## src/hdl/sort_key_pkg.sv

```systemverilog
package sort_key_pkg;

   localparam int KEY_W = 32;

   // Keys in one merged output block.
   localparam int QUAD_LANES = 4;

   typedef logic [KEY_W-1:0] key_t;

   // Two keys, lo not greater than hi once sorted.
   typedef struct packed {
      key_t hi;
      key_t lo;
   } pair_t;

   // Four keys, ascending from k0.
   typedef struct packed {
      key_t k3;
      key_t k2;
      key_t k1;
      key_t k0;
   } quad_t;

   // Basic compare-swap element of every network stage.
   function automatic pair_t sort2(input key_t a, input key_t b);
      pair_t p;
      if (b >= a) begin
         p.lo = a;
         p.hi = b;
      end else begin
         p.lo = b;
         p.hi = a;
      end
      return p;
   endfunction

endpackage

```

## src/hdl/sort_buf_pkg.sv

```systemverilog
package sort_buf_pkg;

   // Pair entries in the FIFO.
   localparam int FIFO_DEPTH = 8;

   localparam int PTR_W = $clog2(FIFO_DEPTH);

   // Occupancy runs from 0 to FIFO_DEPTH inclusive.
   localparam int CNT_W = $clog2(FIFO_DEPTH + 1);

   localparam logic [PTR_W-1:0] LAST_PTR = PTR_W'(FIFO_DEPTH - 1);

   // One slot stays free for the pair still inside the pair sorter.
   localparam logic [CNT_W-1:0] FULL_LEVEL = CNT_W'(FIFO_DEPTH - 1);

endpackage

```

## src/hdl/pair_if.sv

```systemverilog
// Write side, pair sorter into FIFO.
interface pair_wr_if;

   logic                wr_en;
   sort_key_pkg::pair_t wr_pair;
   logic                wr_last;
   logic                full;

   modport src (
      output wr_en,
      output wr_pair,
      output wr_last,
      input  full
   );

   modport dst (
      input  wr_en,
      input  wr_pair,
      input  wr_last,
      output full
   );

endinterface

// Read side, FIFO into merge network.
interface pair_rd_if;

   logic [sort_buf_pkg::CNT_W-1:0] count;
   sort_key_pkg::pair_t            rd_pair;
   logic                           rd_last;
   logic                           rd_en;

   modport src (
      output count,
      output rd_pair,
      output rd_last,
      input  rd_en
   );

   modport dst (
      input  count,
      input  rd_pair,
      input  rd_last,
      output rd_en
   );

endinterface

```

## src/hdl/pair_sorter.sv

```systemverilog
module pair_sorter (
   input  logic                i_clk,
   input  logic                i_rst_n,
   input  logic                i_valid,
   input  sort_key_pkg::key_t  i_key_a,
   input  sort_key_pkg::key_t  i_key_b,
   input  logic                i_last,
   pair_wr_if.src              wr
);

   sort_key_pkg::pair_t sorted;

   // Smaller key goes to lo.
   assign sorted = sort_key_pkg::sort2(i_key_a, i_key_b);

   always_ff @(posedge i_clk) begin
      if (!i_rst_n) begin
         wr.wr_en <= 1'b0;
      end else begin
         wr.wr_en <= i_valid;
      end
   end

   // Payload only moves on a valid strobe.
   always_ff @(posedge i_clk) begin
      if (i_valid) begin
         wr.wr_pair <= sorted;
         wr.wr_last <= i_last;
      end
   end

endmodule

```

## src/hdl/pair_fifo.sv

```systemverilog
module pair_fifo (
   input  logic    i_clk,
   input  logic    i_rst_n,
   pair_wr_if.dst  wr,
   pair_rd_if.src  rd
);

   sort_key_pkg::pair_t mem_pair [sort_buf_pkg::FIFO_DEPTH];
   logic                mem_last [sort_buf_pkg::FIFO_DEPTH];

   logic [sort_buf_pkg::PTR_W-1:0] wr_ptr;
   logic [sort_buf_pkg::PTR_W-1:0] rd_ptr;
   logic [sort_buf_pkg::CNT_W-1:0] count;

   // Storage.
   always_ff @(posedge i_clk) begin
      if (wr.wr_en) begin
         mem_pair[wr_ptr] <= wr.wr_pair;
         mem_last[wr_ptr] <= wr.wr_last;
      end
   end

   // Pointers wrap at the last slot so any depth works.
   always_ff @(posedge i_clk) begin
      if (!i_rst_n) begin
         wr_ptr <= '0;
         rd_ptr <= '0;
      end else begin
         if (wr.wr_en) begin
            wr_ptr <= (wr_ptr == sort_buf_pkg::LAST_PTR) ? '0 : wr_ptr + 1'b1;
         end
         if (rd.rd_en) begin
            rd_ptr <= (rd_ptr == sort_buf_pkg::LAST_PTR) ? '0 : rd_ptr + 1'b1;
         end
      end
   end

   always_ff @(posedge i_clk) begin
      if (!i_rst_n) begin
         count <= '0;
      end else begin
         case ({wr.wr_en, rd.rd_en})
            2'b10:   count <= count + 1'b1;
            2'b01:   count <= count - 1'b1;
            default: count <= count;
         endcase
      end
   end

   // Head of the queue is shown straight from storage.
   assign rd.rd_pair = mem_pair[rd_ptr];
   assign rd.rd_last = mem_last[rd_ptr];
   assign rd.count   = count;

   assign wr.full = (count >= sort_buf_pkg::FULL_LEVEL);

   // The source has to respect full, so a write never lands on a full buffer.
   a_no_overflow: assert property (
      @(posedge i_clk) disable iff (!i_rst_n)
      wr.wr_en |-> (count != sort_buf_pkg::FIFO_DEPTH)
   ) else $error("pair_fifo: write at full depth");

   a_no_underflow: assert property (
      @(posedge i_clk) disable iff (!i_rst_n)
      rd.rd_en |-> (count != '0)
   ) else $error("pair_fifo: read from empty buffer");

endmodule

```

## src/hdl/bitonic_merge_4.sv

```systemverilog
module bitonic_merge_4 (
   input  logic                i_clk,
   input  logic                i_rst_n,
   input  logic                i_stall,
   pair_rd_if.dst              rd,
   output logic                o_valid,
   output sort_key_pkg::quad_t o_quad,
   output logic                o_last
);

   // Lanes 0 to 3 hold min lo, max lo, min hi, max hi after stage 1.
   typedef sort_key_pkg::key_t [sort_key_pkg::QUAD_LANES-1:0] lanes_t;

   logic                pop;
   logic                pop_second;
   logic                hold_vld;
   sort_key_pkg::pair_t hold_pair;
   sort_key_pkg::pair_t lo_cs;
   sort_key_pkg::pair_t hi_cs;
   sort_key_pkg::pair_t mid_cs;
   logic                s1_vld;
   lanes_t              s1_key;
   logic                s1_last;
   logic                s2_vld;
   lanes_t              s2_key;
   logic                s2_last;

   // No pops while stalled.
   assign pop        = !i_stall && (rd.count != '0);
   assign pop_second = pop && hold_vld;
   assign rd.rd_en   = pop;

   always_ff @(posedge i_clk) begin
      if (!i_rst_n) begin
         hold_vld <= 1'b0;
      end else if (pop) begin
         hold_vld <= !hold_vld;
      end
   end

   // First pair of a block waits here for its partner.
   always_ff @(posedge i_clk) begin
      if (pop && !hold_vld) begin
         hold_pair <= rd.rd_pair;
      end
   end

   assign lo_cs  = sort_key_pkg::sort2(hold_pair.lo, rd.rd_pair.lo);
   assign hi_cs  = sort_key_pkg::sort2(hold_pair.hi, rd.rd_pair.hi);
   assign mid_cs = sort_key_pkg::sort2(s1_key[1], s1_key[2]);

   always_ff @(posedge i_clk) begin
      if (!i_rst_n) begin
         s1_vld <= 1'b0;
         s2_vld <= 1'b0;
      end else if (!i_stall) begin
         s1_vld <= pop_second;
         s2_vld <= s1_vld;
      end
   end

   // Stage 1, lo against lo and hi against hi.
   always_ff @(posedge i_clk) begin
      if (pop_second) begin
         s1_key  <= {hi_cs.hi, hi_cs.lo, lo_cs.hi, lo_cs.lo};
         s1_last <= rd.rd_last;
      end
   end

   // Stage 2, outer keys are final, the middle two get swapped.
   always_ff @(posedge i_clk) begin
      if (!i_stall && s1_vld) begin
         s2_key  <= {s1_key[3], mid_cs.hi, mid_cs.lo, s1_key[0]};
         s2_last <= s1_last;
      end
   end

   assign o_valid   = s2_vld && !i_stall;
   assign o_quad.k0 = s2_key[0];
   assign o_quad.k1 = s2_key[1];
   assign o_quad.k2 = s2_key[2];
   assign o_quad.k3 = s2_key[3];
   assign o_last    = s2_last;

   // Two sorted pairs must always come out as one ascending block.
   a_quad_ascending: assert property (
      @(posedge i_clk) disable iff (!i_rst_n)
      s2_vld |-> ((s2_key[0] <= s2_key[1]) && (s2_key[1] <= s2_key[2]) &&
                  (s2_key[2] <= s2_key[3]))
   ) else $error("bitonic_merge_4: block not ascending");

endmodule

```

## src/hdl/quad_sorter.sv

```systemverilog
module quad_sorter (
   input  logic                i_clk,
   input  logic                i_rst_n,
   input  logic                i_valid,
   input  sort_key_pkg::key_t  i_key_a,
   input  sort_key_pkg::key_t  i_key_b,
   input  logic                i_last,
   input  logic                i_stall,
   output logic                o_full,
   output logic                o_valid,
   output sort_key_pkg::quad_t o_quad,
   output logic                o_last
);

   pair_wr_if wr_bus ();
   pair_rd_if rd_bus ();

   // Producer, orders each raw pair.
   pair_sorter i_pair_sorter (
      .i_clk   (i_clk),
      .i_rst_n (i_rst_n),
      .i_valid (i_valid),
      .i_key_a (i_key_a),
      .i_key_b (i_key_b),
      .i_last  (i_last),
      .wr      (wr_bus)
   );

   // Buffer, absorbs downstream stalls.
   pair_fifo i_pair_fifo (
      .i_clk   (i_clk),
      .i_rst_n (i_rst_n),
      .wr      (wr_bus),
      .rd      (rd_bus)
   );

   // Consumer, merges two pairs into one block of four.
   bitonic_merge_4 i_merge (
      .i_clk   (i_clk),
      .i_rst_n (i_rst_n),
      .i_stall (i_stall),
      .rd      (rd_bus),
      .o_valid (o_valid),
      .o_quad  (o_quad),
      .o_last  (o_last)
   );

   // Source holds off while this is high.
   assign o_full = wr_bus.full;

endmodule

```

## config.mk

```make
export PLATFORM = sky130hd
export DESIGN_NAME = quad_sorter
export DESIGN_NICKNAME = d
export VERILOG_FILES = /design/src/hdl/sort_key_pkg.sv /design/src/hdl/sort_buf_pkg.sv /design/src/hdl/pair_if.sv /design/src/hdl/pair_sorter.sv /design/src/hdl/pair_fifo.sv /design/src/hdl/bitonic_merge_4.sv /design/src/hdl/quad_sorter.sv
export SDC_FILE = /design/constraint.sdc
export NUM_CORES = 1
export LEC_CHECK = 0
export BUFFER_PORTS_ARGS = -buffer_cell sky130_fd_sc_hd__buf_2
export CORE_AREA = 2 2 400 283
export DETAILED_ROUTE_END_ITERATION = 8
export DIE_AREA = 0 0 402 285
export PLACE_DENSITY = 0.61
export SYNTH_ARGS = -nofsm -noshare
export SYNTH_HDL_FRONTEND = slang
export SYNTH_HIERARCHICAL = 1
export SYNTH_SLANG_ARGS = --single-unit
```

## constraint.sdc

```tcl
create_clock -name i_clk -period 15.2 [get_ports i_clk]
set_input_delay 0.76 -clock i_clk [delete_from_list [all_inputs] [get_ports i_clk]]
set_output_delay 0.76 -clock i_clk [all_outputs]
set_load 0.005 [all_outputs]
```

### Yosys cells after proc, flatten, opt, wreduce, memory -nomap -nowiden

Memory sizes are Yosys's and may differ from the RTL's. A register that Yosys moved wholly into a read port is not among the register bits.
Cells that the tools add are included.

| cells by class | value |
|---|---|
| mux-type cells | 11 |
| reduce and logical (&&, ||, !) cells | 9 |
| $add $sub $neg | 4 |
| equality and inequality tests | 4 |
| order comparisons | 5 |

Operators with widths:

| cell | count |
|---|---|
| $mux 64 | 4 |
| $ge 32x32->1 | 4 |
| $mux 3 | 4 |
| $pmux 4 s2 | 1 |
| $add 3x1->3 const B | 2 |
| $eq 3x3->1 const B | 2 |
| $logic_and 1x1->1 | 5 |
| $add 4x1->4 const B | 1 |
| $ge 4x3->1 const B | 1 |
| $reduce_bool 4->1 | 1 |
| $sub 4x1->4 const B | 1 |
| $eq 2x1->1 const B | 1 |
| $eq 2x2->1 const B | 1 |
| $logic_not 1->1 | 2 |
| $mux 1 | 2 |
| $reduce_bool 2->1 | 1 |

| word-level totals | value |
|---|---|
| bits in writable memories | 520 |
| memories | 2 |
| logic and storage cells | 56 |
| bits in registers | 400 |
| output and inout bits | 131 |

Memories:

| memory | words | width | rd ports | clocked after Yosys merged registers in | write ports | RTL line | source |
|---|---|---|---|---|---|---|---|
| i_pair_fifo.mem_pair | 8 | 64 | 1 | 1 | 1 | pair_fifo.sv:8 | `sort_key_pkg::pair_t mem_pair [sort_buf_pkg::FIFO_DEPTH];` |
| i_pair_fifo.mem_last | 8 | 1 | 1 | 1 | 1 | pair_fifo.sv:9 | `logic mem_last [sort_buf_pkg::FIFO_DEPTH];` |

### Depth between registers and ports, before layout

| depth | value |
|---|---|
| depth after elaboration | 4 |
| mapped depth | 14 |

### By module

The synthesis kept the hierarchy.

By module, submodules not included:

| module | area an instance (um^2) | seq. area each (um^2) | cells an instance | times used |
|---|---|---|---|---|
| pair_fifo | 20165.6 | 15875.2 | 825 | 1 |
| bitonic_merge_4 | 14561.5 | 9729.3 | 881 | 1 |
| pair_sorter | 3798.6 | 1971.9 | 250 | 1 |

### Worst setup path before layout

OpenSTA, ideal clock, no wires.

| timing path | value |
|---|---|
| kind | input port to flip-flop |
| start point | in i_stall |
| end point | reg i_merge.s2_last, in the netlist i_merge/o_last (enable) |
| setup time | 0.638 ns |
| data required time | 14.562 ns |
| arrival | 6.517 ns |
| buffers on the path | 0 |
| path slack | 8.045 ns |
| stages | 1 |
| cells stage by stage | nor2b_1 |

| on the way | value |
|---|---|
| cells in the longest elaborated chain, start to end | 2 |

RTL lines:

| element | RTL line | source |
|---|---|---|
| start, declared | quad_sorter.sv:8 | `input logic i_stall,` |
| $logic_not 1->1 | n/a |  |
| $logic_and 1x1->1 | bitonic_merge_4.sv:72 | `if (!i_stall && s1_vld) begin` |
| end signal, assigned | bitonic_merge_4.sv:74 | `s2_last <= s1_last;` |
| end, declared | bitonic_merge_4.sv:26 | `logic s2_last;` |

Every way passes these cells.
A chain may end at the register's enable or synchronous reset.

==> metrics.txt <==
# TYPE chip_impl_metric gauge
chip_impl_metric{name="async_flop_share",unit=""} 0
chip_impl_info{name="critical_path_class",value="register to register"} 1
chip_impl_metric{name="p_leak",unit="uW"} 0.0152
chip_impl_metric{name="initial_utilization",unit=""} 0.346
chip_impl_metric{name="place_congestion",unit=""} 0.791
chip_impl_metric{name="syn_inst",unit=""} 1956
chip_impl_metric{name="grt_first_pass_wirelength",unit="microns"} 125000
chip_impl_info{name="root_buffer",value="sky130_fd_sc_hd__clkbuf_16"} 1
chip_impl_info{name="rsz_0062_raised_after_global_routing",value="no"} 1
chip_impl_info{name="tritoncts",value="yes"} 1
chip_impl_info{name="run_status",value="finished, final reports clean"} 1
chip_impl_metric{name="post_cts_hold_buffer_count",unit=""} 0
chip_impl_info{name="timing.rr.end",value="i_merge/s1_key[15]"} 1
chip_impl_metric{name="cts_buffers",unit=""} 95
chip_impl_metric{name="number_of_synthesized_flops_with_an_enable_pin",unit=""} 907
chip_impl_metric{name="io_pins",unit=""} 200
chip_impl_metric{name="instances_no_fill",unit=""} 3771
chip_impl_metric{name="worst_slew_margin_rel",unit=""} 0.272
chip_impl_metric{name="floorplan.die.width",unit="microns"} 402
chip_impl_metric{name="final.min_clock_period",unit="ps"} 6030
chip_impl_metric{name="cts-root-to-sink-buffers",unit=""} 3
chip_impl_info{name="synthFlopType",value="sky130_fd_sc_hd__edfxtp_1"} 1
chip_impl_metric{name="final_hold_viol_count",unit=""} 0
chip_impl_metric{name="ff2ff_path_depth",unit=""} 13
chip_impl_metric{name="place_hpwl",unit="microns"} 54800
chip_impl_metric{name="worst-endpoint-arrival",unit="ps"} 6410
chip_impl_metric{name="global_route.usage.total",unit=""} 0.146
chip_impl_metric{name="fmax",unit="MHz"} 166
chip_impl_metric{name="post_synthesis_area_per_instance",unit="sq um"} 19.7
chip_impl_metric{name="timing.final.setup_violations",unit=""} 0
chip_impl_metric{name="cts.repair.resized",unit=""} 0
chip_impl_metric{name="placement_rows",unit=""} 103
chip_impl_metric{name="detailedRoute.firstPassIterationCount",unit=""} 5
chip_impl_info{name="min_to",value="i_pair_sorter/wr.wr_last"} 1
chip_impl_metric{name="max-cap-violations",unit=""} 0
chip_impl_metric{name="vias_cell",unit=""} 4.90
chip_impl_info{name="worstHoldStart",value="i_last"} 1
chip_impl_metric{name="numPlacedInstances",unit=""} 3592
chip_impl_metric{name="setup-tns-final",unit="ps"} 0
chip_impl_metric{name="avgRoutedWirePerCell",unit="microns"} 22.4
chip_impl_metric{name="postCtsSetupBuffers",unit=""} 0
chip_impl_info{name="endpoint_type_of_the_worst_setup_path",value="register"} 1
chip_impl_metric{name="num-nets-final",unit=""} 2423
chip_impl_metric{name="cts_max_level",unit=""} 3
chip_impl_metric{name="worst_ep_required_time",unit="ps"} 15580
chip_impl_info{name="start_kind",value="register"} 1
chip_impl_metric{name="clkSinkCount",unit=""} 924
chip_impl_metric{name="clkLatencyLatePin",unit="ps"} 650
chip_impl_metric{name="worst_slew_pin_slew",unit="ps"} 1090
chip_impl_metric{name="cellPowerDensity",unit="mW/mm^2"} 158
chip_impl_metric{name="core-area",unit="sq mm"} 0.111
chip_impl_metric{name="filler_cell_count",unit=""} 10000
chip_impl_metric{name="synth-seq-area-share",unit=""} 0.716
chip_impl_metric{name="hold-path-cell-count",unit=""} 1
chip_impl_metric{name="detail_route.drc_violations",unit=""} 0
chip_impl_metric{name="synth_nets",unit=""} 2160
chip_impl_metric{name="antenna_found_initial",unit=""} 23
chip_impl_metric{name="globalRouteOverflowTotal",unit=""} 0
chip_impl_info{name="path_category_of_the_worst_min_delay_check",value="primary input to register"} 1
chip_impl_metric{name="grt_max_degree",unit=""} 72
chip_impl_metric{name="finalCritPeriodShare",unit=""} 0.397
chip_impl_metric{name="share_of_the_core_filled_with_cells",unit=""} 0.397
chip_impl_metric{name="vdd_drop_max",unit="uV"} 112
chip_impl_metric{name="via_count_of_the_first_global_routing_pass",unit=""} 19200
chip_impl_metric{name="yosysUniqueCellTypes",unit=""} 54
chip_impl_metric{name="reg2reg_setup_slack",unit="ps"} 9170
chip_impl_metric{name="first_iter_violations",unit=""} 1313
chip_impl_metric{name="worst_setup_hold_path_clk_slew",unit="ps"} 60
chip_impl_metric{name="synth_area",unit="sq mm"} 0.0385
chip_impl_metric{name="die_height",unit="microns"} 285
chip_impl_metric{name="power.total",unit="uW"} 7000
chip_impl_metric{name="post_route_cells_drive_above_1_share",unit=""} 0.348
chip_impl_metric{name="final_max_slew_viol_count",unit=""} 0
chip_impl_metric{name="synth_warnings",unit=""} 6
chip_impl_metric{name="final.setup_skew",unit="ps"} 26.4
chip_impl_metric{name="syn2layout_area_growth",unit="%"} 14.7
chip_impl_metric{name="die_footprint",unit="sq mm"} 0.115
chip_impl_metric{name="ant_nets",unit=""} 0
chip_impl_metric{name="postRouteWirelength",unit="microns"} 84300
chip_impl_metric{name="count_of_state_elements_after_synthesis",unit=""} 924
chip_impl_metric{name="dr_total_vias",unit=""} 18500
chip_impl_metric{name="buffer_ports.inserted",unit=""} 199
chip_impl_metric{name="critical_path.max_fanout",unit=""} 42
report_power, final:
part           switching [uW]  internal [uW]  total [uW]
Clock                     947           1320        2260
Combinational             766            725        1490
Sequential                125           3120        3240
worst max-delay path, cell delays in order (launching register included):
cell	delay (ps)
sky130_fd_sc_hd__dfxtp_4	450
sky130_fd_sc_hd__buf_4	680
sky130_fd_sc_hd__buf_4	690
sky130_fd_sc_hd__mux4_2	580
sky130_fd_sc_hd__mux2_2	310
sky130_fd_sc_hd__inv_1	70
sky130_fd_sc_hd__ha_1	220
sky130_fd_sc_hd__nand2b_1	140
sky130_fd_sc_hd__a2111oi_0	390
sky130_fd_sc_hd__o31a_1	180
sky130_fd_sc_hd__o211ai_1	190
sky130_fd_sc_hd__a31oi_4	760
sky130_fd_sc_hd__buf_4	610
sky130_fd_sc_hd__mux2_2	400
area by class of cell:
type | instances | area, sq um | area share
flip-flops and latches | 924 | 27600 | 0.624
multi-input cells | 839 | 10000 | 0.227
clock buffers | 115 | 2490 | 0.0564
well taps | 1470 | 1840 | 0.0416
repair buffers | 227 | 1210 | 0.0273
clock inverters | 57 | 534 | 0.0121
inverters | 132 | 495 | 0.0112
diodes | 7 | 17.5 | 0.000396
through the flow:
stage | hold slack (ps) | setup WS (ps) | cell area [sq um]
floorplan | 400 | 8050 | 38500
global placement | 410 | 9010 | 41200
detailed placement | 405 | 8950 | 41200
CTS | 282 | 8960 | 44200
global route | 306 | 8610 | 44200
finish | 318 | 9170 | 44200
kinds of logic (layout without fill, tap and decap cells):
group | Yosys count | after routing | share of synthesized area
adder cells (fa/ha/maj) | 135 | 135 | 0.0438
other | 0 | 7 | 0
multiplexers | 455 | 455 | 0.177
AND/OR/NAND/NOR | 137 | 137 | 0.0195
AO/OA/AOI/OAI | 109 | 109 | 0.0178
XOR/XNOR | 3 | 3 | 0.000682
flip-flops | 924 | 924 | 0.716
buffers and inverters | 193 | 531 | 0.0258
cells in the mapped netlist (8+ instances only):
| library cell | count | area (sq um) |
|---|---|---|
| sky130_fd_sc_hd__dfxtp_1 | 17 | 340 |
| sky130_fd_sc_hd__mux2_4 | 60 | 901 |
| sky130_fd_sc_hd__a21oi_1 | 54 | 270 |
| sky130_fd_sc_hd__nand2_1 | 38 | 143 |
| sky130_fd_sc_hd__nand3_1 | 13 | 65.1 |
| sky130_fd_sc_hd__edfxtp_1 | 907 | 27200 |
| sky130_fd_sc_hd__ha_1 | 135 | 1690 |
| sky130_fd_sc_hd__clkbuf_1 | 14 | 52.6 |
| sky130_fd_sc_hd__and4_1 | 8 | 70.1 |
| sky130_fd_sc_hd__nand2b_1 | 9 | 56.3 |
| sky130_fd_sc_hd__nor2b_1 | 11 | 68.8 |
| sky130_fd_sc_hd__buf_6 | 35 | 394 |
| sky130_fd_sc_hd__o21ai_0 | 20 | 100 |
| sky130_fd_sc_hd__mux4_2 | 130 | 2930 |
| sky130_fd_sc_hd__inv_1 | 132 | 495 |
| sky130_fd_sc_hd__mux2_2 | 226 | 2540 |
| sky130_fd_sc_hd__mux2_1 | 35 | 394 |
| sky130_fd_sc_hd__nor2_1 | 19 | 71.3 |
| sky130_fd_sc_hd__nand4_1 | 13 | 81.3 |
| sky130_fd_sc_hd__buf_1 | 8 | 30.0 |
metal layers:
metal	vias up	share of wire	routed length, microns	global-route usage
li1	8350	-	-	-
met1	9574	0.47	39500	0.212
met2	423	0.45	37700	0.221
met3	129	0.060	5080	0.0330
met4	20	0.023	1960	0.0418
met5	-	0.0015	125	0
how the worst max path moves through the flow:
stage | start | endpoint | slack (ps) | cells past startpoint
6_report | register | i_merge/s1_key[15] | 9170 | 13
5_1_grt | register | i_merge/s1_key[47] | 8610 | 13
4_1_cts | register | i_merge/s1_key[15] | 8960 | 13
3_5_place_dp | register | i_merge/s1_key[29] | 8950 | 13
3_3_place_gp | register | i_merge/s1_key[44] | 9010 | 13
2_1_floorplan | i_stall | i_merge/o_last | 8050 | 1
sequential cells by signal, indices dropped and copies added (netlist names), 3 cells and up, named ones only:
signal / count
i_pair_fifo/mem_pair: 512
i_merge/o_quad: 128
i_merge/s1_key: 128
i_merge/hold_pair: 64
i_pair_sorter/wr.wr_pair: 64
i_pair_fifo/mem_last: 8
i_pair_fifo/rd.count: 4
i_pair_fifo/rd_ptr: 3
i_pair_fifo/wr_ptr: 3
cell usage in the layout (no fill, tap or decap), types with 20 or more instances in the layout:
cell	n
sky130_fd_sc_hd__mux2_4	60
sky130_fd_sc_hd__edfxtp_1	907
sky130_fd_sc_hd__inv_1	132
sky130_fd_sc_hd__mux2_2	226
sky130_fd_sc_hd__buf_4	28
sky130_fd_sc_hd__o21ai_0	20
sky130_fd_sc_hd__buf_2	199
sky130_fd_sc_hd__a21oi_1	54
sky130_fd_sc_hd__nand2_1	38
sky130_fd_sc_hd__mux4_2	130
sky130_fd_sc_hd__clkbuf_16	95
sky130_fd_sc_hd__clkinv_1	23
sky130_fd_sc_hd__mux2_1	35
sky130_fd_sc_hd__ha_1	135
No activity file was read; power rests on OpenSTA's default activity.
